File: config.mk
export PLATFORM = sky130hd
export DESIGN_NAME = mpuDispatch
export DESIGN_NICKNAME = d
export VERILOG_FILES = /design/src/rtl/mpuDispatchPkg.sv /design/src/rtl/mpuDispatch.sv /design/src/rtl/dispatchStatus.sv /design/src/rtl/wbCommandDecode.sv /design/src/rtl/hazardTable.sv /design/src/rtl/ringPointers.sv
export SDC_FILE = /design/constraint.sdc
export NUM_CORES = 1
export LEC_CHECK = 0
export BUFFER_PORTS_ARGS = -buffer_cell sky130_fd_sc_hd__buf_2
export CAP_MARGIN = 20
export CORE_UTILIZATION = 50
export DETAILED_ROUTE_END_ITERATION = 16
export HOLD_SLACK_MARGIN = 0.15
export PLACE_DENSITY_LB_ADDON = 0.12
export RECOVER_POWER = 25
export SLEW_MARGIN = 20
export SYNTH_ARGS = -nofsm -noshare
export SYNTH_HDL_FRONTEND = slang
export SYNTH_SLANG_ARGS = --single-unit
File: constraint.sdc
create_clock -name clock -period 6 [get_ports clock]
set_input_delay 0 -clock clock [delete_from_list [all_inputs] [get_ports clock]]
set_output_delay 0 -clock clock [all_outputs]
set_load 0.01 [all_outputs]
File: src/rtl/mpuDispatchPkg.sv
//////////////////////////////////////////////////
// Sizes, encodings and structs shared by the MPU
// dispatch front end and its testbench
//////////////////////////////////////////////////
`default_nettype none

package mpuDispatchPkg;

	// Hazard table geometry
	localparam int NumEntries = 8;
	localparam int EntryIndexWidth = 3;
	// One extra bit so a full table counts to 8
	localparam int CountWidth = 4;
	localparam int ThreadIdWidth = 8;
	localparam int WbDataWidth = 32;

	// Command bit 16
	typedef enum logic [0:0] {
		opDispatch = 1'b0,
		opDispatchAfter = 1'b1
	} commandOpT;

	// Word addresses on the slave port
	typedef enum logic [0:0] {
		regCommand = 1'b0,
		regStatus = 1'b1
	} regAddrT;

	typedef enum logic [0:0] {
		stIdle = 1'b0,
		stAck = 1'b1
	} decodeStateT;

	// Host command word, bits 16:0
	typedef struct packed {
		commandOpT op;
		logic [ThreadIdWidth-1:0] sourceId;
		logic [ThreadIdWidth-1:0] threadId;
	} commandT;

	// One hazard table slot
	typedef struct packed {
		logic valid;
		logic issued;
		logic hasSource;
		logic [ThreadIdWidth-1:0] sourceId;
		logic [ThreadIdWidth-1:0] threadId;
	} entryT;

	// Issue to the thread engine
	typedef struct packed {
		logic [ThreadIdWidth-1:0] threadId;
		logic [EntryIndexWidth-1:0] issueNo;
	} issueT;

	// Status word, zero-extended on read
	typedef struct packed {
		logic [7:0] issueTotal;
		logic [CountWidth-1:0] occupancy;
		logic [CountWidth-1:0] outstanding;
	} statusT;

endpackage

`default_nettype wire
File: src/rtl/mpuDispatch.sv
//////////////////////////////////////////////////
// Dispatch front end top: Wishbone command decode,
// hazard table and status readback
//////////////////////////////////////////////////
`default_nettype none

module mpuDispatch (
	input wire logic clock,
	input wire logic reset,
	// Wishbone slave
	input wire logic cyc,
	input wire logic stb,
	input wire logic we,
	input wire mpuDispatchPkg::regAddrT adr,
	input wire logic [mpuDispatchPkg::WbDataWidth-1:0] datW,
	output logic [mpuDispatchPkg::WbDataWidth-1:0] datR,
	output logic ack,
	// Commit from the consumer
	input wire logic commitValid,
	input wire logic [mpuDispatchPkg::EntryIndexWidth-1:0] commitNo,
	// Issue to the consumer
	output logic issueValid,
	output mpuDispatchPkg::issueT issue
);

	mpuDispatchPkg::commandT command;
	mpuDispatchPkg::statusT status;
	logic commandValid;
	logic tableFull;
	logic [mpuDispatchPkg::CountWidth-1:0] occupancy;
	logic [mpuDispatchPkg::CountWidth-1:0] outstanding;

	wbCommandDecode decode (
		.clock(clock),
		.reset(reset),
		.cyc(cyc),
		.stb(stb),
		.we(we),
		.adr(adr),
		.datW(datW),
		.datR(datR),
		.ack(ack),
		.command(command),
		.commandValid(commandValid),
		.tableFull(tableFull),
		.status(status)
	);

	hazardTable table0 (
		.clock(clock),
		.reset(reset),
		.commandValid(commandValid),
		.command(command),
		.tableFull(tableFull),
		.commitValid(commitValid),
		.commitNo(commitNo),
		.issueValid(issueValid),
		.issue(issue),
		.occupancy(occupancy),
		.outstanding(outstanding)
	);

	dispatchStatus statusRegs (
		.clock(clock),
		.reset(reset),
		.issueValid(issueValid),
		.occupancy(occupancy),
		.outstanding(outstanding),
		.status(status)
	);

endmodule

`default_nettype wire

File: src/rtl/dispatchStatus.sv
//////////////////////////////////////////////////
// Issue counter and registered status word for
// Wishbone reads of the status register
//////////////////////////////////////////////////
`default_nettype none

module dispatchStatus (
	input wire logic clock,
	input wire logic reset,
	input wire logic issueValid,
	input wire logic [mpuDispatchPkg::CountWidth-1:0] occupancy,
	input wire logic [mpuDispatchPkg::CountWidth-1:0] outstanding,
	output mpuDispatchPkg::statusT status
);

	logic [7:0] issueCount;
	logic [7:0] issueCountNext;

	// Wraps at 256
	assign issueCountNext = issueCount + 8'(issueValid);

	always_ff @(posedge clock) begin
		if (reset) begin
			issueCount <= '0;
		end else begin
			issueCount <= issueCountNext;
		end
	end

	// Status word, one cycle behind the table
	always_ff @(posedge clock) begin
		if (reset) begin
			status <= '0;
		end else begin
			status.issueTotal <= issueCountNext;
			status.occupancy <= occupancy;
			status.outstanding <= outstanding;
		end
	end

endmodule

`default_nettype wire

File: src/rtl/wbCommandDecode.sv
//////////////////////////////////////////////////
// Wishbone classic slave for dispatch commands;
// withholds ack while the hazard table is full
//////////////////////////////////////////////////
`default_nettype none

module wbCommandDecode (
	input wire logic clock,
	input wire logic reset,
	input wire logic cyc,
	input wire logic stb,
	input wire logic we,
	input wire mpuDispatchPkg::regAddrT adr,
	input wire logic [mpuDispatchPkg::WbDataWidth-1:0] datW,
	output logic [mpuDispatchPkg::WbDataWidth-1:0] datR,
	output logic ack,
	output mpuDispatchPkg::commandT command,
	output logic commandValid,
	input wire logic tableFull,
	input wire mpuDispatchPkg::statusT status
);

	mpuDispatchPkg::decodeStateT state;
	logic reqWrite;
	mpuDispatchPkg::regAddrT reqAdr;
	logic commandWrite;
	logic requestDone;

	// Registered request waiting in stAck
	assign commandWrite = (state == mpuDispatchPkg::stAck) && reqWrite
		&& (reqAdr == mpuDispatchPkg::regCommand);

	// One pulse per write, held off while full
	assign commandValid = commandWrite && !tableFull;

	// Anything except a blocked command write ends here
	assign requestDone = (state == mpuDispatchPkg::stAck) && !(commandWrite && tableFull);

	//////////////////////////////////////////////////
	// Slave FSM
	//////////////////////////////////////////////////
	always_ff @(posedge clock) begin
		if (reset) begin
			state <= mpuDispatchPkg::stIdle;
			ack <= 1'b0;
		end else begin
			// Ack lands one cycle after the request completes
			ack <= requestDone;
			case (state)
				mpuDispatchPkg::stIdle: begin
					// Skip the ack cycle, host still holds stb there
					if (cyc && stb && !ack) begin
						state <= mpuDispatchPkg::stAck;
					end
				end
				mpuDispatchPkg::stAck: begin
					if (requestDone) begin
						state <= mpuDispatchPkg::stIdle;
					end
				end
				default: begin
					state <= mpuDispatchPkg::stIdle;
				end
			endcase
		end
	end

	// Request capture
	always_ff @(posedge clock) begin
		if (state == mpuDispatchPkg::stIdle && cyc && stb && !ack) begin
			reqWrite <= we;
			reqAdr <= adr;
			// Command sits in the low 17 bits
			command <= datW[$bits(mpuDispatchPkg::commandT)-1:0];
		end
	end

	// Read mux, command register reads as zero
	always_comb begin
		datR = '0;
		if (reqAdr == mpuDispatchPkg::regStatus) begin
			datR = {{(mpuDispatchPkg::WbDataWidth - $bits(mpuDispatchPkg::statusT)){1'b0}},
				status};
		end
	end

endmodule

`default_nettype wire

File: src/rtl/hazardTable.sv
//////////////////////////////////////////////////
// In-order hazard table: holds commands, checks the
// source thread, issues and frees slots on commit
//////////////////////////////////////////////////
`default_nettype none

module hazardTable (
	input wire logic clock,
	input wire logic reset,
	input wire logic commandValid,
	input wire mpuDispatchPkg::commandT command,
	output logic tableFull,
	input wire logic commitValid,
	input wire logic [mpuDispatchPkg::EntryIndexWidth-1:0] commitNo,
	output logic issueValid,
	output mpuDispatchPkg::issueT issue,
	output logic [mpuDispatchPkg::CountWidth-1:0] occupancy,
	output logic [mpuDispatchPkg::CountWidth-1:0] outstanding
);

	mpuDispatchPkg::entryT entries [mpuDispatchPkg::NumEntries];
	mpuDispatchPkg::entryT head;

	logic [mpuDispatchPkg::EntryIndexWidth-1:0] writeIndex;
	logic [mpuDispatchPkg::EntryIndexWidth-1:0] issueIndex;
	logic [mpuDispatchPkg::EntryIndexWidth-1:0] retireIndex;
	logic [mpuDispatchPkg::CountWidth-1:0] pendingIssue;

	logic writeEntry;
	logic sourceBusy;
	logic canIssue;
	logic retireEntry;

	assign tableFull = occupancy == mpuDispatchPkg::CountWidth'(mpuDispatchPkg::NumEntries);
	assign writeEntry = commandValid && !tableFull;

	// Oldest entry not yet issued
	assign head = entries[issueIndex];

	//////////////////////////////////////////////////
	// Dependency check
	//////////////////////////////////////////////////
	// Source busy while any issued entry still holds it
	always_comb begin
		sourceBusy = 1'b0;
		for (int i = 0; i < mpuDispatchPkg::NumEntries; i++) begin
			if (entries[i].valid && entries[i].issued
					&& entries[i].threadId == head.sourceId) begin
				sourceBusy = 1'b1;
			end
		end
	end

	assign canIssue = (pendingIssue != '0) && (!head.hasSource || !sourceBusy);

	// Oldest slot already committed, step past it
	assign retireEntry = (occupancy != '0) && !entries[retireIndex].valid;

	// Valid and issued entries
	always_comb begin
		outstanding = '0;
		for (int i = 0; i < mpuDispatchPkg::NumEntries; i++) begin
			if (entries[i].valid && entries[i].issued) begin
				outstanding = outstanding + 1'b1;
			end
		end
	end

	//////////////////////////////////////////////////
	// Entry storage
	//////////////////////////////////////////////////
	always_ff @(posedge clock) begin
		if (reset) begin
			for (int i = 0; i < mpuDispatchPkg::NumEntries; i++) begin
				entries[i].valid <= 1'b0;
				entries[i].issued <= 1'b0;
			end
		end else begin
			// New command into the free slot
			if (writeEntry) begin
				entries[writeIndex].valid <= 1'b1;
				entries[writeIndex].issued <= 1'b0;
				entries[writeIndex].hasSource <= command.op == mpuDispatchPkg::opDispatchAfter;
				entries[writeIndex].sourceId <= command.sourceId;
				entries[writeIndex].threadId <= command.threadId;
			end
			if (canIssue) begin
				entries[issueIndex].issued <= 1'b1;
			end
			// Commit frees the slot at this edge
			if (commitValid) begin
				entries[commitNo].valid <= 1'b0;
				entries[commitNo].issued <= 1'b0;
			end
		end
	end

	// Issue pulse, one cycle after the decision
	always_ff @(posedge clock) begin
		if (reset) begin
			issueValid <= 1'b0;
		end else begin
			issueValid <= canIssue;
		end
	end

	// Issue payload, slot index doubles as issue number
	always_ff @(posedge clock) begin
		if (canIssue) begin
			issue.threadId <= head.threadId;
			issue.issueNo <= issueIndex;
		end
	end

	ringPointers pointers (
		.clock(clock),
		.reset(reset),
		.write(writeEntry),
		.issue(canIssue),
		.retire(retireEntry),
		.writeIndex(writeIndex),
		.issueIndex(issueIndex),
		.retireIndex(retireIndex),
		.occupancy(occupancy),
		.pendingIssue(pendingIssue)
	);

endmodule

`default_nettype wire

File: src/rtl/ringPointers.sv
//////////////////////////////////////////////////
// Write, issue and retire pointers of the hazard
// table ring, with occupancy and pending counts
//////////////////////////////////////////////////
`default_nettype none

module ringPointers (
	input wire logic clock,
	input wire logic reset,
	input wire logic write,
	input wire logic issue,
	input wire logic retire,
	output logic [mpuDispatchPkg::EntryIndexWidth-1:0] writeIndex,
	output logic [mpuDispatchPkg::EntryIndexWidth-1:0] issueIndex,
	output logic [mpuDispatchPkg::EntryIndexWidth-1:0] retireIndex,
	output logic [mpuDispatchPkg::CountWidth-1:0] occupancy,
	output logic [mpuDispatchPkg::CountWidth-1:0] pendingIssue
);

	// Step one slot, wrap at the table end
	function automatic logic [mpuDispatchPkg::EntryIndexWidth-1:0] nextIndex(
		input logic [mpuDispatchPkg::EntryIndexWidth-1:0] index
	);
		if (index == mpuDispatchPkg::EntryIndexWidth'(mpuDispatchPkg::NumEntries - 1)) begin
			return '0;
		end
		return index + 1'b1;
	endfunction

	always_ff @(posedge clock) begin
		if (reset) begin
			writeIndex <= '0;
			issueIndex <= '0;
			retireIndex <= '0;
			occupancy <= '0;
			pendingIssue <= '0;
		end else begin
			if (write) begin
				writeIndex <= nextIndex(writeIndex);
			end
			if (issue) begin
				issueIndex <= nextIndex(issueIndex);
			end
			if (retire) begin
				retireIndex <= nextIndex(retireIndex);
			end
			// Write minus retire
			occupancy <= occupancy + mpuDispatchPkg::CountWidth'(write)
				- mpuDispatchPkg::CountWidth'(retire);
			// Write minus issue
			pendingIssue <= pendingIssue + mpuDispatchPkg::CountWidth'(write)
				- mpuDispatchPkg::CountWidth'(issue);
		end
	end

endmodule

`default_nettype wire

* Yosys cells after proc, flatten, opt, wreduce, memory -nomap -nowiden
Memory sizes are Yosys's and may differ from the RTL's. A register that Yosys moved wholly into a read port is not among the register bits.
Cells that the tools add are included.
** Storage, ports and cells
- Input bits :: 42
- Register bits :: 66
- Memories kept :: 1
- Word-level logic and storage cells :: 148
- Memory bits (writable) :: 152
** Operators by class
- Mux-type cells :: 59
- Eq/ne operators :: 12
- Reduce and logical (&&, ||, !) cells :: 41
- Add/subtract/negate cells :: 15
- Bitwise operators :: 2
** Memory list
- table0.entries :: depth 8, width 19, read ports 10, clocked after Yosys merged registers in 2, wr ports 8, RTL line hazardTable.sv:21 : mpuDispatchPkg::entryT entries [mpuDispatchPkg::NumEntries];
** Operators by type and width (count)
- $eq A8 B8 Y1 :: 8
- $mux W19 :: 3
- $reduce_or A19 Y1 :: 3
- $mux W3 :: 14
- $mux W1 :: 31
- $logic_and A1 B1 Y1 :: 29
- $mux W4 :: 7
- $add A4 B1 Y4 const B :: 6
- $mux W16 :: 1
- $add A3 B1 Y3 const B :: 3
- $eq A3 B3 Y1 const B :: 3
- $add A4 B1 Y4 :: 2
- $add A8 B1 Y8 :: 1
- $reduce_bool A4 Y1 :: 2
- $sub A4 B1 Y4 :: 2
- $logic_not A1 Y1 :: 6
- $eq A4 B4 Y1 const B :: 1
- $mux W2 :: 2
- $add A1 B1 Y2 const B :: 1
- $not A1 Y1 :: 2
- $pmux W1 S2 :: 1
- $logic_or A1 B1 Y1 :: 1

* Logic depth before layout (Yosys ltp)
Gate-level depths: netlist of run 1.
An unclocked memory read counts as a cell.
- Depth after elaboration :: 19
- Gate-level depth with buffers :: 20
- Depth with buffers taken out :: 20

* Cells and area by module
From an unflattened synthesis of run 1, not the netlist that was laid out.
** Second synthesis, totals
- Cell total of the unflattened synthesis :: 774
- Area, all modules :: 10044.6 um^2
** Modules (own cells, without submodules)
- hazardTable :: cells an instance 577, area an instance 7754.9 um^2, instances 1
- wbCommandDecode :: cells an instance 62, area an instance 904.6 um^2, instances 1
- ringPointers :: cells an instance 85, area an instance 855.8 um^2, instances 1
- dispatchStatus :: cells an instance 50, area an instance 529.3 um^2, instances 1

* Worst setup path after synthesis of run 1
No wires, ideal clock.
- Kind :: reg-to-reg
- From :: memory table0.entries[0][18] in the netlist's numbering
- To :: register statusRegs.status[2] (netlist name)
- Path buffers :: 0
- Required time :: 5872 ps
- Cell stages (with the launch flop) :: 19
- Arrival :: 3567 ps
- Slack :: 2305 ps
- Path through :: dfxtp_1 nand2_1 ha_1 xnor2_1 ha_1 mux2_2 ha_1 mux2_2 ha_1 mux2i_1 inv_1 ha_1 nor2_1 a21oi_1 ha_1 nand3_1 xor2_1 xnor2_1 nor2_1
** RTL lines (RTL line)
- from (decl) :: hazardTable.sv:21

==> impl_results.html, run 1 <==
<table>
<tr><th>Metric</th><th>Value</th></tr>
<tr><th colspan="2">Outcome</th></tr>
<tr><td>Result of the run</td><td>finished clean</td></tr>
<tr><th colspan="2">Clock tree</th></tr>
<tr><td>Post_cts resized</td><td>0</td></tr>
<tr><td>Number of buffers created by CTS</td><td>24</td></tr>
<tr><td>TritonCTS clock tree</td><td>done</td></tr>
<tr><td>Hold buffer count at cts</td><td>29</td></tr>
<tr><td>Clock Latency Late Sink</td><td>approximately 510 ps</td></tr>
<tr><td>Clock Sinks</td><td>between 200 and 250</td></tr>
<tr><td>Clock tree root buffer cell</td><td>sky130_fd_sc_hd__clkbuf_16</td></tr>
<tr><td>Buffers inserted during post-CTS setup optimization</td><td>0</td></tr>
<tr><td>Clk slew on worst S/H paths</td><td>60 ps</td></tr>
<tr><td>Max H-tree Level</td><td>1</td></tr>
<tr><td>Buffer levels on the longest clock path</td><td>3</td></tr>
<tr><th colspan="2">Floorplanning</th></tr>
<tr><td>Die width</td><td>145 um</td></tr>
<tr><td>Core area</td><td>roughly 20000 um2</td></tr>
<tr><td>Starting density of the core</td><td>0.516</td></tr>
<tr><td>Die Y</td><td>145 um</td></tr>
<tr><td>Overall die area</td><td>20900 um2</td></tr>
<tr><td>Number of standard-cell rows in the floorplan</td><td>51</td></tr>
<tr><td>I/O Pins</td><td>87</td></tr>
<tr><th colspan="2">Synthesis</th></tr>
<tr><td>Synthesis-stage register bit count</td><td>224</td></tr>
<tr><td>Dominant cells by area after synthesis</td><td>sky130_fd_sc_hd__edfxtp_1, sky130_fd_sc_hd__dfxtp_1, sky130_fd_sc_hd__mux4_2</td></tr>
<tr><td>Synth Cell Area</td><td>10200 um2</td></tr>
<tr><td>Yosys warnings</td><td>0</td></tr>
<tr><td>Top cell type by total area after synthesis</td><td>sky130_fd_sc_hd__edfxtp_1</td></tr>
<tr><td>Share of flip-flops with an asynchronous set or reset after synthesis</td><td>0</td></tr>
<tr><td>Primary flip-flop cell chosen by synthesis mapping</td><td>sky130_fd_sc_hd__edfxtp_1</td></tr>
<tr><td>Number of enable-type register cells in the synthesized netlist</td><td>166</td></tr>
<tr><td>Mapped Cells</td><td>745</td></tr>
<tr><td>Seq/Total Area, Yosys</td><td>0.604</td></tr>
<tr><td>Area share of the largest cell type after synthesis</td><td>0.490</td></tr>
<tr><td>Average footprint of a synthesized cell</td><td>13.7 um2</td></tr>
<tr><td>Synth cell types</td><td>61</td></tr>
<tr><th colspan="2">Power and ir drop</th></tr>
<tr><td>Total power after layout</td><td>4.55 mW</td></tr>
<tr><td>Power per unit of standard cell area</td><td>388 nW/um2</td></tr>
<tr><td>Part of the total power dissipated in the clock network</td><td>0.323</td></tr>
<tr><td>Switching Fraction</td><td>0.289</td></tr>
<tr><td>Power spent charging and discharging nets</td><td>about 1.3 mW</td></tr>
<tr><td>Leakage power summed over all cells</td><td>4.33 nW</td></tr>
<tr><td>VDD IR max</td><td>259 uV</td></tr>
<tr><td>Register share of total power</td><td>0.420</td></tr>
<tr><td>Comb pwr share</td><td>0.257</td></tr>
<tr><td>Cell Int Power</td><td>3.24 mW</td></tr>
<tr><th colspan="2">Cells and area</th></tr>
<tr><td>Number of non-filler instances in the completed layout</td><td>1119</td></tr>
<tr><td>Share of cells above drive strength 1</td><td>0.172</td></tr>
<tr><td>Final design utilization</td><td>0.595</td></tr>
<tr><td>Area Overhead vs Synth</td><td>15.4%</td></tr>
<tr><td>Finished layout cell area</td><td>11700 um2</td></tr>
<tr><td>Nets</td><td>906</td></tr>
<tr><td>Antenna fix cells</td><td>0</td></tr>
<tr><th colspan="2">STA</th></tr>
<tr><td>FMAX</td><td>approximately 200 MHz</td></tr>
<tr><td>Crit share post-route</td><td>0.836</td></tr>
<tr><td>Setup WS post-layout</td><td>983 ps</td></tr>
<tr><td>Remaining max-slew budget at the tightest pin</td><td>0.328</td></tr>
<tr><td>Total negative slack for setup checks</td><td>0 ps</td></tr>
<tr><td>Number of pins exceeding their max-slew limit in the final report</td><td>0</td></tr>
<tr><td>Transition time of the tightest slew-check pin</td><td>a little over 1000 ps</td></tr>
<tr><td>Final hold slack</td><td>188 ps</td></tr>
<tr><td>Min Tclk post-route</td><td>5020 ps</td></tr>
<tr><td>Final setup violating endpoints</td><td>0</td></tr>
<tr><td>Final count of hold timing violations</td><td>0</td></tr>
<tr><td>Unrepaired setup endpoints after global routing</td><td>false</td></tr>
<tr><td>Worst Clk Skew</td><td>16.1 ps</td></tr>
<tr><th colspan="2">Worst setup path</th></tr>
<tr><td>Number of cells on the worst reg-to-reg path</td><td>15</td></tr>
<tr><td>Worst setup path class</td><td>flop to flop</td></tr>
<tr><td>Critical path endpoint category</td><td>flop</td></tr>
<tr><td>Critical path arrival</td><td>between 5000 and 6000 ps</td></tr>
<tr><td>Crit path max-delay family</td><td>compound AO/OA/AOI/OAI gates</td></tr>
<tr><td>Sequence of cells on the critical path</td><td>mux2_2 -&gt; o22ai_1 -&gt; or2_1 -&gt; xnor2_1 -&gt; nor4_1 -&gt; a41oi_1 -&gt; nand4_1 -&gt; a22o_1 -&gt; inv_4 -&gt; ha_1 -&gt; inv_1 -&gt; ha_1 -&gt; fa_1 -&gt; xnor2_1 -&gt; nor2_1</td></tr>
<tr><td>Number of gates on the worst path with buffers counted</td><td>15</td></tr>
<tr><td>Library cell contributing the largest single delay on the critical path</td><td>sky130_fd_sc_hd__dfxtp_2</td></tr>
<tr><td>Critical path buffer and inverter count</td><td>2</td></tr>
<tr><td>Critical path startpoint category</td><td>flop</td></tr>
<tr><td>Worst-path fanout max</td><td>21</td></tr>
<tr><td>Worst path required time</td><td>6360 ps</td></tr>
<tr><td>Maximum cell stage delay along the critical path</td><td>750 ps</td></tr>
<tr><th colspan="2">Placement</th></tr>
<tr><td>Post-placement worst setup slack</td><td>approximately 1000 ps</td></tr>
<tr><td>Total half-perimeter wirelength after legalization and detailed placement</td><td>between 10000 and 15000 um</td></tr>
<tr><td>Cell Area, Placed</td><td>10700 um2</td></tr>
<tr><td>Number of placed cells counting well taps</td><td>1046</td></tr>
<tr><td>Count of port buffers added during placement</td><td>55</td></tr>
<tr><td>Global placer's final weighted congestion</td><td>a little over 0.8</td></tr>
<tr><th colspan="2">GRT</th></tr>
<tr><td>Via count of the first global-routing pass</td><td>~6000</td></tr>
<tr><td>Aggregate global routing overflow</td><td>0</td></tr>
<tr><td>Global-route wire length before repair</td><td>33000 um</td></tr>
<tr><td>Maximum number of pins on one net before global-route repair</td><td>64</td></tr>
<tr><td>Initial antenna violation count</td><td>0</td></tr>
<tr><td>Total GRT Usage</td><td>0.213</td></tr>
<tr><th colspan="2">Detailed routing</th></tr>
<tr><td>Via density per instance</td><td>5.51</td></tr>
<tr><td>Antenna violation net count after detailed routing</td><td>0</td></tr>
<tr><td>Violation count after the first detailed-route iteration</td><td>338</td></tr>
<tr><td>Vias after detailed routing</td><td>6163</td></tr>
<tr><td>Avg WL per Cell</td><td>19.1 um</td></tr>
<tr><td># DRC</td><td>0</td></tr>
<tr><td>Total iterations of the first detailed-routing run</td><td>5</td></tr>
<tr><td>Total detailed-routing wirelength</td><td>21400 um</td></tr>
<tr><th colspan="2">Min path</th></tr>
<tr><td>Path category of the worst min-delay check</td><td>input port to flop</td></tr>
<tr><td>Cell depth of the worst hold path</td><td>2</td></tr>
<tr><th colspan="2">Flow run</th></tr>
<tr><td>Max Cap Viol</td><td>0</td></tr>
</table>
[flip-flops by register name, indices dropped and copies added, names as in the netlist, 3 cells and up, named ones only]
signal and count:
table0.pointers.pendingIssue 4, statusRegs.status 16, table0.entries 152, table0.pointers.issueIndex 3, table0.pointers.retireIndex 3, table0.pointers.writeIndex 3
table0.pointers.occupancy 4, decode.command 17, table0.issue 11
[cells in the mapped netlist (3+ instances only)]
cell                         n
sky130_fd_sc_hd__inv_1      26
sky130_fd_sc_hd__nand4b_1    3
sky130_fd_sc_hd__buf_6       4
sky130_fd_sc_hd__a21boi_0    4
sky130_fd_sc_hd__nand2_1    26
sky130_fd_sc_hd__buf_4      17
sky130_fd_sc_hd__a21o_1      4
sky130_fd_sc_hd__dfxtp_1    58
sky130_fd_sc_hd__or3_1       3
sky130_fd_sc_hd__nor3_1     16
sky130_fd_sc_hd__nor4_1     12
sky130_fd_sc_hd__nor2_1     35
sky130_fd_sc_hd__mux2i_1    29
sky130_fd_sc_hd__nand2b_1   15
sky130_fd_sc_hd__xnor2_1    46
sky130_fd_sc_hd__nand3_1    17
sky130_fd_sc_hd__buf_2       6
sky130_fd_sc_hd__o22ai_1    11
sky130_fd_sc_hd__a22oi_1    11
sky130_fd_sc_hd__and2_1     19
sky130_fd_sc_hd__xor2_1     24
sky130_fd_sc_hd__edfxtp_1  166
sky130_fd_sc_hd__mux4_2     22
sky130_fd_sc_hd__a22o_1      9
sky130_fd_sc_hd__a21oi_1    25
sky130_fd_sc_hd__o21ai_0     9
sky130_fd_sc_hd__buf_1       3
sky130_fd_sc_hd__and3_1      8
sky130_fd_sc_hd__nor2b_1    13
sky130_fd_sc_hd__ha_1       26
sky130_fd_sc_hd__nand3b_1   14
sky130_fd_sc_hd__mux2_2     15
sky130_fd_sc_hd__clkbuf_1   11
[cell type report]
type,count,area [um2]
flip-flops and latches,224,6150
inverters,27,104
well taps,265,332
fillers,1557,7980
clock inverters,8,104
multi-input cells,468,3740
clock buffers,36,697
repair buffers,91,618
[cells by family (layout without fill, tap and decap cells)]
family,after synthesis,after routing,synth area share
AND/OR/NAND/NOR,197,197,0.108
adder cells (fa/ha/maj),28,28,0.0359
AO/OA/AOI/OAI,88,88,0.0566
XOR/XNOR,71,71,0.0625
flip-flops,224,224,0.604
other,1,16,0.000369
buffers and inverters,68,162,0.0353
multiplexers,68,68,0.0975
[cells in the final DEF (no fill, tap or decap), types with 12 or more instances in the layout]
cell type                       count
sky130_fd_sc_hd__nor2b_1           13
sky130_fd_sc_hd__mux2i_1           29
sky130_fd_sc_hd__edfxtp_1         166
sky130_fd_sc_hd__clkbuf_16         24
sky130_fd_sc_hd__inv_1             26
sky130_fd_sc_hd__nor2_1            35
sky130_fd_sc_hd__nand3b_1          14
sky130_fd_sc_hd__dfxtp_1           57
sky130_fd_sc_hd__mux2_2            15
sky130_fd_sc_hd__nand2b_1          15
sky130_fd_sc_hd__and2_1            19
sky130_fd_sc_hd__ha_1              26
sky130_fd_sc_hd__a21oi_1           25
sky130_fd_sc_hd__xor2_1            24
sky130_fd_sc_hd__nor3_1            16
sky130_fd_sc_hd__mux4_2            22
sky130_fd_sc_hd__dlygate4sd3_1     29
sky130_fd_sc_hd__nor4_1            12
sky130_fd_sc_hd__nand3_1           17
sky130_fd_sc_hd__xnor2_1           46
sky130_fd_sc_hd__nand2_1           26
sky130_fd_sc_hd__buf_2             55
sky130_fd_sc_hd__conb_1            16
[power by group through the flow]
stage	Combinational (mW)	Clock, mW	Sequential, mW
after floorplan	0.917	0	1.91
after CTS	1.17	1.50	1.91
after global placement	1.12	0	1.94
final	1.17	1.47	1.91
after global routing	1.29	1.57	1.93
after detailed placement	1.15	0	1.95
[layer usage]
metal  global-route usage  wire [um]  vias to the layer above  part of all wire
li1                     -          -                     2925                 -
met5                    0          0                        -                 0
met2                0.357      10300                      189              0.48
met4               0.0488        409                        0             0.019
met1                0.290       9620                     3022              0.45
met3               0.0371       1090                       27             0.051
[worst reg2reg max path, stage by stage, from the launching register on]
cell and delay (ps):
sky130_fd_sc_hd__dfxtp_2 750, sky130_fd_sc_hd__mux2_2 430, sky130_fd_sc_hd__o22ai_1 440, sky130_fd_sc_hd__or2_1 380, sky130_fd_sc_hd__xnor2_1 100, sky130_fd_sc_hd__nor4_1 410
sky130_fd_sc_hd__a41oi_1 200, sky130_fd_sc_hd__nand4_1 250, sky130_fd_sc_hd__a22o_1 510, sky130_fd_sc_hd__inv_4 210, sky130_fd_sc_hd__ha_1 340, sky130_fd_sc_hd__inv_1 40
sky130_fd_sc_hd__ha_1 200, sky130_fd_sc_hd__fa_1 390, sky130_fd_sc_hd__xnor2_1 160, sky130_fd_sc_hd__nor2_1 50
[path summary, 6_finish.rpt]
check	slack [ps]	startpoint	endpoint
worst max-delay path	980	flop	table0.pointers.pendingIssue[2]$_SDFF_PP0_
worst max register to register	980	flop	table0.pointers.pendingIssue[2]$_SDFF_PP0_
worst min-delay path	190	datW[10]	decode.command[10]$_DFFE_PP_
worst min register to register	460	table0.pointers.occupancy[0]$_SDFF_PP0_	statusRegs.status[4]$_SDFF_PP0_
No activity file was read; power rests on OpenSTA's default activity.
==> inputs of run 2 (changes only) <==
- clock period: 6 -> 5 ns (I/O delays scaled with it)
==> run 2 against run 1 <==
Compared with the run above: via count is essentially flat; highest routed layer unchanged; count of clock-buffer cells in the layout shrank 6; total power grew 16%; first-iteration DRC count increased by 1.8%; clock skew fell by 3.6 ps; combinational power up 23%; largest cell class unchanged; sequential power is 19% higher; worst setup slack worse by 340 ps; global-route usage shrank 0.24 points; die area stayed put; wire length fell by 0.74%.
==> impl_results.html, run 2 (same netlist as run 1, synthesis figures left out) <==
<table>
<tr><th>Metric</th><th>Value</th></tr>
<tr><th colspan="2">Placement</th></tr>
<tr><td>Total half-perimeter wirelength after legalization and detailed placement</td><td>14600 um (+0.58%)</td></tr>
<tr><td>Post-placement worst setup slack</td><td>663 ps (-342 ps)</td></tr>
<tr><td>Global placer's final weighted congestion</td><td>0.824 (+0.30%)</td></tr>
<tr><td>Count of port buffers added during placement</td><td>55 (unchanged)</td></tr>
<tr><th colspan="2">STA</th></tr>
<tr><td>FMAX</td><td>230 MHz (+15%)</td></tr>
<tr><td>Total negative slack for setup checks</td><td>0 ps (unchanged)</td></tr>
<tr><td>Setup WS post-layout</td><td>647 ps (-335 ps)</td></tr>
<tr><td>Worst Clk Skew</td><td>12.5 ps (-3.61 ps)</td></tr>
<tr><td>Crit share post-route</td><td>0.871 (+0.0343)</td></tr>
<tr><td>Min Tclk post-route</td><td>4350 ps (-665 ps)</td></tr>
<tr><td>Final count of hold timing violations</td><td>0 (unchanged)</td></tr>
<tr><td>Remaining max-slew budget at the tightest pin</td><td>0.342 (+0.0131)</td></tr>
<tr><td>Final setup violating endpoints</td><td>0 (unchanged)</td></tr>
<tr><td>Number of pins exceeding their max-slew limit in the final report</td><td>0 (unchanged)</td></tr>
<tr><td>Transition time of the tightest slew-check pin</td><td>988 ps (-19.7 ps)</td></tr>
<tr><td>Unrepaired setup endpoints after global routing</td><td>false</td></tr>
<tr><th colspan="2">Detailed routing</th></tr>
<tr><td>Vias after detailed routing</td><td>6161 (-0.032%)</td></tr>
<tr><td>Avg WL per Cell</td><td>19.0 um (-0.57%)</td></tr>
<tr><td># DRC</td><td>0 (unchanged)</td></tr>
<tr><td>Antenna violation net count after detailed routing</td><td>0 (unchanged)</td></tr>
<tr><td>Violation count after the first detailed-route iteration</td><td>344 (+1.8%)</td></tr>
<tr><td>Total iterations of the first detailed-routing run</td><td>5 (unchanged)</td></tr>
<tr><td>Total detailed-routing wirelength</td><td>21200 um (-0.74%)</td></tr>
<tr><td>Via density per instance</td><td>5.52 (+0.15%)</td></tr>
<tr><th colspan="2">Cells and area</th></tr>
<tr><td>Most frequent standard cell in the layout excluding fill and tap cells</td><td>sky130_fd_sc_hd__edfxtp_1</td></tr>
<tr><td>Commonest cells after routing, fill and taps aside</td><td>sky130_fd_sc_hd__edfxtp_1, sky130_fd_sc_hd__dfxtp_1, sky130_fd_sc_hd__buf_2</td></tr>
<tr><td>Antenna fix cells</td><td>0 (unchanged)</td></tr>
<tr><td>Largest Register</td><td>table0.entries</td></tr>
<tr><td>Flip-flop count of the largest register, all copies and words added</td><td>152 (unchanged)</td></tr>
<tr><td>Nets</td><td>907 (+0.11%)</td></tr>
<tr><td>Top flop regs</td><td>table0.entries (152), decode.command (17), statusRegs.status (16)</td></tr>
<tr><td>Area Overhead vs Synth</td><td>14.4%</td></tr>
<tr><td>Share of cells above drive strength 1</td><td>0.169 (-0.00312)</td></tr>
<tr><th colspan="2">Worst setup path</th></tr>
<tr><td>Worst path required time</td><td>5350 ps (-1010 ps)</td></tr>
<tr><td>Worst-path fanout max</td><td>14 (-33%)</td></tr>
<tr><td>Library cell contributing the largest single delay on the critical path</td><td>sky130_fd_sc_hd__a22oi_1</td></tr>
<tr><td>Maximum cell stage delay along the critical path</td><td>520 ps (-230 ps)</td></tr>
<tr><td>Critical path startpoint category</td><td>flop</td></tr>
<tr><td>Critical path endpoint category</td><td>flop</td></tr>
<tr><td>Critical path arrival</td><td>4700 ps (-670 ps)</td></tr>
<tr><td>Sequence of cells on the critical path</td><td>buf_4 -&gt; mux2i_1 -&gt; a22oi_1 -&gt; nand2_1 -&gt; xnor2_1 -&gt; nor4_1 -&gt; a41oi_1 -&gt; nand4_1 -&gt; a22o_1 -&gt; inv_4 -&gt; ha_1 -&gt; inv_1 -&gt; ha_1 -&gt; fa_1 -&gt; xnor2_1 -&gt; nor2_1</td></tr>
<tr><td>Crit path max-delay family</td><td>simple AND/OR/NAND/NOR gates</td></tr>
<tr><td>Critical path buffer and inverter count</td><td>3 (+1)</td></tr>
<tr><td>Worst setup path class</td><td>flop to flop</td></tr>
<tr><th colspan="2">Clock tree</th></tr>
<tr><td>Number of buffers created by CTS</td><td>23 (-4.2%)</td></tr>
<tr><td>Max H-tree Level</td><td>1 (unchanged)</td></tr>
<tr><td>Buffer levels on the longest clock path</td><td>3 (unchanged)</td></tr>
<tr><td>Clock Sinks</td><td>224 (unchanged)</td></tr>
<tr><td>Clk slew on worst S/H paths</td><td>60 ps (about the same)</td></tr>
<tr><td>TritonCTS clock tree</td><td>done</td></tr>
<tr><td>Clock Latency Late Sink</td><td>500 ps (about the same)</td></tr>
<tr><td>Clock tree root buffer cell</td><td>sky130_fd_sc_hd__clkbuf_16</td></tr>
<tr><th colspan="2">GRT</th></tr>
<tr><td>Initial antenna violation count</td><td>0 (unchanged)</td></tr>
<tr><td>Total GRT Usage</td><td>0.211 (-0.00244)</td></tr>
<tr><td>Maximum number of pins on one net before global-route repair</td><td>64 (unchanged)</td></tr>
<tr><td>Global-route wire length before repair</td><td>32800 um (-0.79%)</td></tr>
<tr><td>Via count of the first global-routing pass</td><td>6152 (+0.41%)</td></tr>
<tr><td>Aggregate global routing overflow</td><td>0 (unchanged)</td></tr>
<tr><th colspan="2">Min path</th></tr>
<tr><td>Path category of the worst min-delay check</td><td>input port to flop</td></tr>
<tr><th colspan="2">Outcome</th></tr>
<tr><td>Result of the run</td><td>finished clean</td></tr>
<tr><th colspan="2">Floorplanning</th></tr>
<tr><td>Overall die area</td><td>20900 um2 (unchanged)</td></tr>
<tr><td>I/O Pins</td><td>87 (unchanged)</td></tr>
<tr><td>Die width</td><td>145 um (unchanged)</td></tr>
<tr><td>Core area</td><td>19700 um2 (unchanged)</td></tr>
<tr><td>Starting density of the core</td><td>0.516 (unchanged)</td></tr>
<tr><td>Number of standard-cell rows in the floorplan</td><td>51 (unchanged)</td></tr>
<tr><td>Die Y</td><td>145 um (unchanged)</td></tr>
<tr><th colspan="2">Flow run</th></tr>
<tr><td>Max Cap Viol</td><td>0 (unchanged)</td></tr>
<tr><th colspan="2">Power and ir drop</th></tr>
<tr><td>VDD IR max</td><td>298 uV (+15%)</td></tr>
<tr><td>Power per unit of standard cell area</td><td>454 nW/um2 (+17%)</td></tr>
<tr><td>Leakage power summed over all cells</td><td>4.29 nW (-0.90%)</td></tr>
<tr><td>Total power after layout</td><td>5.28 mW (+16%)</td></tr>
</table>
## run 2: final timing paths
path,startpoint,end,slack (ps),cells past startpoint
setup / recovery,flop,table0.pointers.pendingIssue[2]$_SDFF_PP0_,650,16
hold / removal,cyc,decode.reqWrite$_DFFE_PP_,160,3
setup reg to reg,flop,table0.pointers.pendingIssue[2]$_SDFF_PP0_,650,16
hold reg to reg,table0.pointers.occupancy[0]$_SDFF_PP0_,statusRegs.status[4]$_SDFF_PP0_,460,2
## run 2: power by group
part	switching (mW)	internal (mW)	total, mW	leakage [nW]
registers	0.107	2.16	2.27	1.99
logic	0.775	0.663	1.44	1.96
clock network	0.667	0.909	1.58	0.342
## run 2: layout make-up
cell class                 count  area (um2)
inverter                      27         104
clock buffer                  30         612
tap                          265         332
fill                        1560        8080
timing repair buffer          93         631
sequential                   224        6150
multi-input combinational    468        3740
clock inverter                10        72.6
## run 2: through the flow
step,util,cell area (um2),hold WS (ps),instances
floorplan,-,10200,98.9,760
global placement,0.541,10700,176,1049
detailed placement,0.541,10700,178,1049
CTS,0.590,11600,151,1117
global route,0.590,11600,173,1117
finish,0.590,11600,162,1117
## run 2: tightest hold or removal path, stage by stage
cell	delay, ps
sky130_fd_sc_hd__buf_2	100
sky130_fd_sc_hd__nor4bb_4	140
sky130_fd_sc_hd__buf_4	220
## run 2: timing repair
| item | 4_1_cts | 5_1_grt |
|---|---|---|
| resized for setup | 0 | 0 |
| hold buffers | 28 | 0 |
| hold endpoints to repair | 41 | 0 |
| setup buffers | 0 | 0 |
## run 2: per-layer routing
layer,vias to the layer above,share of wire,GRT usage
met5,-,0,0
met4,0,0.019,0.0637
met3,34,0.050,0.0288
met2,183,0.48,0.349
met1,3020,0.45,0.289
li1,2924,-,-
==> inputs of run 3 (changes only) <==
==> constraint.sdc (replaced) <==
create_clock -name clock -period 5 [get_ports clock]
set_input_delay 0.75 -clock clock [delete_from_list [all_inputs] [get_ports clock]]
set_output_delay 0.75 -clock clock [all_outputs]
set_load 0.01 [all_outputs]
==> run 3 against run 2 <==
Compared with the run above: core utilization decreased by 1.1 points; critical path type unchanged; largest cell class unchanged; die area unchanged; via count decreased by 3.1%; flip-flop and latch count unchanged; cell area decreased by 1.8%.
==> impl_results.html, run 3 (same netlist as run 1, synthesis figures left out) <==
<table>
<tr><th>Metric</th><th>Value</th></tr>
<tr><th colspan="2">Outcome</th></tr>
<tr><td>Result of the run</td><td>finished clean</td></tr>
<tr><th colspan="2">Clock tree</th></tr>
<tr><td>TritonCTS clock tree</td><td>done</td></tr>
<tr><td>Buffers inserted during post-CTS setup optimization</td><td>0 (unchanged)</td></tr>
<tr><td>Buffer levels on the longest clock path</td><td>3 (unchanged)</td></tr>
<tr><td>Post_cts resized</td><td>0 (unchanged)</td></tr>
<tr><td>Max H-tree Level</td><td>1 (unchanged)</td></tr>
<tr><td>Clock Latency Late Sink</td><td>520 ps (+20 ps)</td></tr>
<tr><td>Hold buffer count at cts</td><td>0 (-100%)</td></tr>
<tr><td>Clock Sinks</td><td>224 (unchanged)</td></tr>
<tr><td>Clock tree root buffer cell</td><td>sky130_fd_sc_hd__clkbuf_16</td></tr>
<tr><td>Number of buffers created by CTS</td><td>24 (+4.3%)</td></tr>
<tr><td>Clk slew on worst S/H paths</td><td>60 ps (about the same)</td></tr>
<tr><th colspan="2">Power and ir drop</th></tr>
<tr><td>Leakage power summed over all cells</td><td>4.18 nW (-2.4%)</td></tr>
<tr><td>Power per unit of standard cell area</td><td>469 nW/um2 (+3.4%)</td></tr>
<tr><td>VDD IR max</td><td>273 uV (-8.5%)</td></tr>
<tr><th colspan="2">Min path</th></tr>
<tr><td>Cell depth of the worst hold path</td><td>1 (-2)</td></tr>
<tr><td>Path category of the worst min-delay check</td><td>input port to flop</td></tr>
<tr><td>Launch instance of the worst min-delay path</td><td>datW[2]</td></tr>
<tr><td>Hold Path Sink</td><td>decode.command[2]$_DFFE_PP_</td></tr>
<tr><th colspan="2">STA</th></tr>
<tr><td>Remaining max-slew budget at the tightest pin</td><td>0.334 (-0.00721)</td></tr>
<tr><td>Final count of hold timing violations</td><td>0 (unchanged)</td></tr>
<tr><td>Transition time of the tightest slew-check pin</td><td>997 ps (+9.72 ps)</td></tr>
<tr><td>Total negative slack for setup checks</td><td>0 ps (unchanged)</td></tr>
<tr><td>Final hold slack</td><td>412 ps (+250 ps)</td></tr>
<tr><td>Crit share post-route</td><td>0.887 (+0.0167)</td></tr>
<tr><td>Min Tclk post-route</td><td>4440 ps (+83.7 ps)</td></tr>
<tr><td>Final setup violating endpoints</td><td>0 (unchanged)</td></tr>
<tr><td>Number of pins exceeding their max-slew limit in the final report</td><td>0 (unchanged)</td></tr>
<tr><td>FMAX</td><td>225 MHz (-1.9%)</td></tr>
<tr><td>Unrepaired setup endpoints after global routing</td><td>false</td></tr>
<tr><td>Worst Clk Skew</td><td>23.1 ps (+10.6 ps)</td></tr>
<tr><th colspan="2">Placement</th></tr>
<tr><td>Global placer's final weighted congestion</td><td>0.811 (-1.6%)</td></tr>
<tr><td>Total half-perimeter wirelength after legalization and detailed placement</td><td>14400 um (-0.89%)</td></tr>
<tr><td>Count of port buffers added during placement</td><td>55 (unchanged)</td></tr>
<tr><th colspan="2">Detailed routing</th></tr>
<tr><td># DRC</td><td>0 (unchanged)</td></tr>
<tr><td>Total detailed-routing wirelength</td><td>21000 um (-0.95%)</td></tr>
<tr><td>Total iterations of the first detailed-routing run</td><td>5 (unchanged)</td></tr>
<tr><td>Met2 routed WL</td><td>10300 um (+0.80%)</td></tr>
<tr><td>WL met3</td><td>785 um (-26%)</td></tr>
<tr><td>Via density per instance</td><td>5.46 (-1.0%)</td></tr>
<tr><td>Vias after detailed routing</td><td>5967 (-3.1%)</td></tr>
<tr><td>Metal-1 WL</td><td>9680 um (+1.0%)</td></tr>
<tr><td>Avg WL per Cell</td><td>19.2 um (+1.2%)</td></tr>
<tr><td>Violation count after the first detailed-route iteration</td><td>365 (+6.1%)</td></tr>
<tr><td>Antenna violation net count after detailed routing</td><td>0 (unchanged)</td></tr>
<tr><td>Highest metal used</td><td>met4</td></tr>
<tr><th colspan="2">Cells and area</th></tr>
<tr><td>Flip-flop count of the largest register, all copies and words added</td><td>152 (unchanged)</td></tr>
<tr><td>Nets</td><td>880 (-3.0%)</td></tr>
<tr><td>Antenna fix cells</td><td>0 (unchanged)</td></tr>
<tr><td>Area Overhead vs Synth</td><td>12.3%</td></tr>
<tr><td>Share of cells above drive strength 1</td><td>0.176 (+0.00731)</td></tr>
<tr><td>Commonest cells after routing, fill and taps aside</td><td>sky130_fd_sc_hd__edfxtp_1, sky130_fd_sc_hd__dfxtp_1, sky130_fd_sc_hd__buf_2</td></tr>
<tr><td>Most frequent standard cell in the layout excluding fill and tap cells</td><td>sky130_fd_sc_hd__edfxtp_1</td></tr>
<tr><td>Largest Register</td><td>table0.entries</td></tr>
<tr><td>Top flop regs</td><td>table0.entries (152), decode.command (17), statusRegs.status (16)</td></tr>
<tr><th colspan="2">Worst setup path</th></tr>
<tr><td>Worst setup path class</td><td>flop to flop</td></tr>
<tr><td>Library cell contributing the largest single delay on the critical path</td><td>sky130_fd_sc_hd__a22oi_1</td></tr>
<tr><td>RR Endpoint</td><td>table0.pointers.pendingIssue[2]$_SDFF_PP0_</td></tr>
<tr><td>Critical path startpoint category</td><td>flop</td></tr>
<tr><td>Maximum cell stage delay along the critical path</td><td>550 ps (+30 ps)</td></tr>
<tr><td>R2R setup slack</td><td>560 ps (-80 ps)</td></tr>
<tr><td>Critical path arrival</td><td>4790 ps (+90 ps)</td></tr>
<tr><td>Sequence of cells on the critical path</td><td>buf_4 -&gt; mux2i_1 -&gt; a22oi_1 -&gt; nand2_1 -&gt; xnor2_1 -&gt; nor4_1 -&gt; a41oi_1 -&gt; nand4_1 -&gt; a22o_1 -&gt; inv_4 -&gt; ha_1 -&gt; inv_1 -&gt; ha_1 -&gt; fa_1 -&gt; xnor2_1 -&gt; nor2_1</td></tr>
<tr><td>Worst path required time</td><td>5350 ps (about the same)</td></tr>
<tr><td>Worst-path fanout max</td><td>14 (unchanged)</td></tr>
<tr><td>Critical path endpoint category</td><td>flop</td></tr>
<tr><td>Number of cells on the worst reg-to-reg path</td><td>16 (unchanged)</td></tr>
<tr><th colspan="2">GRT</th></tr>
<tr><td>Maximum number of pins on one net before global-route repair</td><td>64 (unchanged)</td></tr>
<tr><td>Aggregate global routing overflow</td><td>0 (unchanged)</td></tr>
<tr><td>Global-route wire length before repair</td><td>33000 um (+0.71%)</td></tr>
<tr><td>Via count of the first global-routing pass</td><td>6012 (-2.3%)</td></tr>
<tr><td>Total GRT Usage</td><td>0.212 (+0.00124)</td></tr>
<tr><td>Initial antenna violation count</td><td>0 (unchanged)</td></tr>
<tr><th colspan="2">Floorplanning</th></tr>
<tr><td>Die width</td><td>145 um (unchanged)</td></tr>
<tr><td>Die Y</td><td>145 um (unchanged)</td></tr>
<tr><td>Starting density of the core</td><td>0.516 (unchanged)</td></tr>
<tr><td>Number of standard-cell rows in the floorplan</td><td>51 (unchanged)</td></tr>
<tr><td>Core area</td><td>19700 um2 (unchanged)</td></tr>
<tr><td>Overall die area</td><td>20900 um2 (unchanged)</td></tr>
<tr><td>I/O Pins</td><td>87 (unchanged)</td></tr>
<tr><th colspan="2">Flow run</th></tr>
<tr><td>Max Cap Viol</td><td>0 (unchanged)</td></tr>
</table>
run 3: cell types whose count changed in the layout (fill, tap and decap cells not counted), sizes merged:
cell         previous run  this run
dlygate4sd3            28         0
clkbuf                 30        35
clkinv                  9         7
bufinv                  1         0
clkinvlp                0         2
run 3: power by group:
group / switching, mW / leakage [nW] / internal (mW) / total, mW
Sequential: 0.107 / 1.99 / 2.16 / 2.27
Combinational: 0.771 / 1.83 / 0.650 / 1.42
Clock: 0.692 / 0.364 / 0.976 / 1.67
run 3: stage by stage:
step	utilization	setup WS, ps	area, um2	cells	power, mW
4_1_cts	0.579	563	11400	1093	5.40
2_1_floorplan	-	1310	10200	760	3.40
3_3_place_gp	0.541	704	10700	1049	3.69
3_5_place_dp	0.541	586	10700	1049	3.73
6_report	0.579	564	11400	1093	5.36
5_1_grt	0.579	313	11400	1093	5.64
run 3: critical path, delay by kind of cell (launching register included):
kind / cells / cell delay [ps]
flip-flops: 1 / 480
buffers and inverters: 3 / 400
XOR/XNOR: 2 / 380
multiplexers: 1 / 110
AND/OR/NAND/NOR: 4 / 1040
adder cells (fa/ha/maj): 3 / 850
AO/OA/AOI/OAI: 3 / 1000
run 3: metal layers:
layer	up-vias	track usage
li1	2875	-
met2	128	0.357
met3	29	0.0281
met4	0	0.0482
met5	-	0
met1	2935	0.292
run 3: area by class of cell:
type / count / area [um2]
Clock inverter: 9 / 45.0
Timing Repair Buffer: 65 / 350
Multi-Input combinational cell: 468 / 3740
Tap cell: 265 / 332
Clock buffer: 35 / 706
Inverter: 27 / 104
Sequential cell: 224 / 6150
Fill cell: 1575 / 8290
run 3: worst max path at each step:
stage | from | to | slack (ps)
3_5_place_dp | flop | table0.pointers.pendingIssue[2]$_SDFF_PP0_ | 590
3_3_place_gp | flop | table0.pointers.pendingIssue[2]$_SDFF_PP0_ | 700
6_report | flop | table0.pointers.pendingIssue[2]$_SDFF_PP0_ | 560
2_1_floorplan | table0.entries[0][18]$_SDFFE_PP0P_ | statusRegs.status[2]$_SDFF_PP0_ | 1310
4_1_cts | flop | table0.pointers.pendingIssue[2]$_SDFF_PP0_ | 560
5_1_grt | flop | table0.pointers.pendingIssue[2]$_SDFF_PP0_ | 310
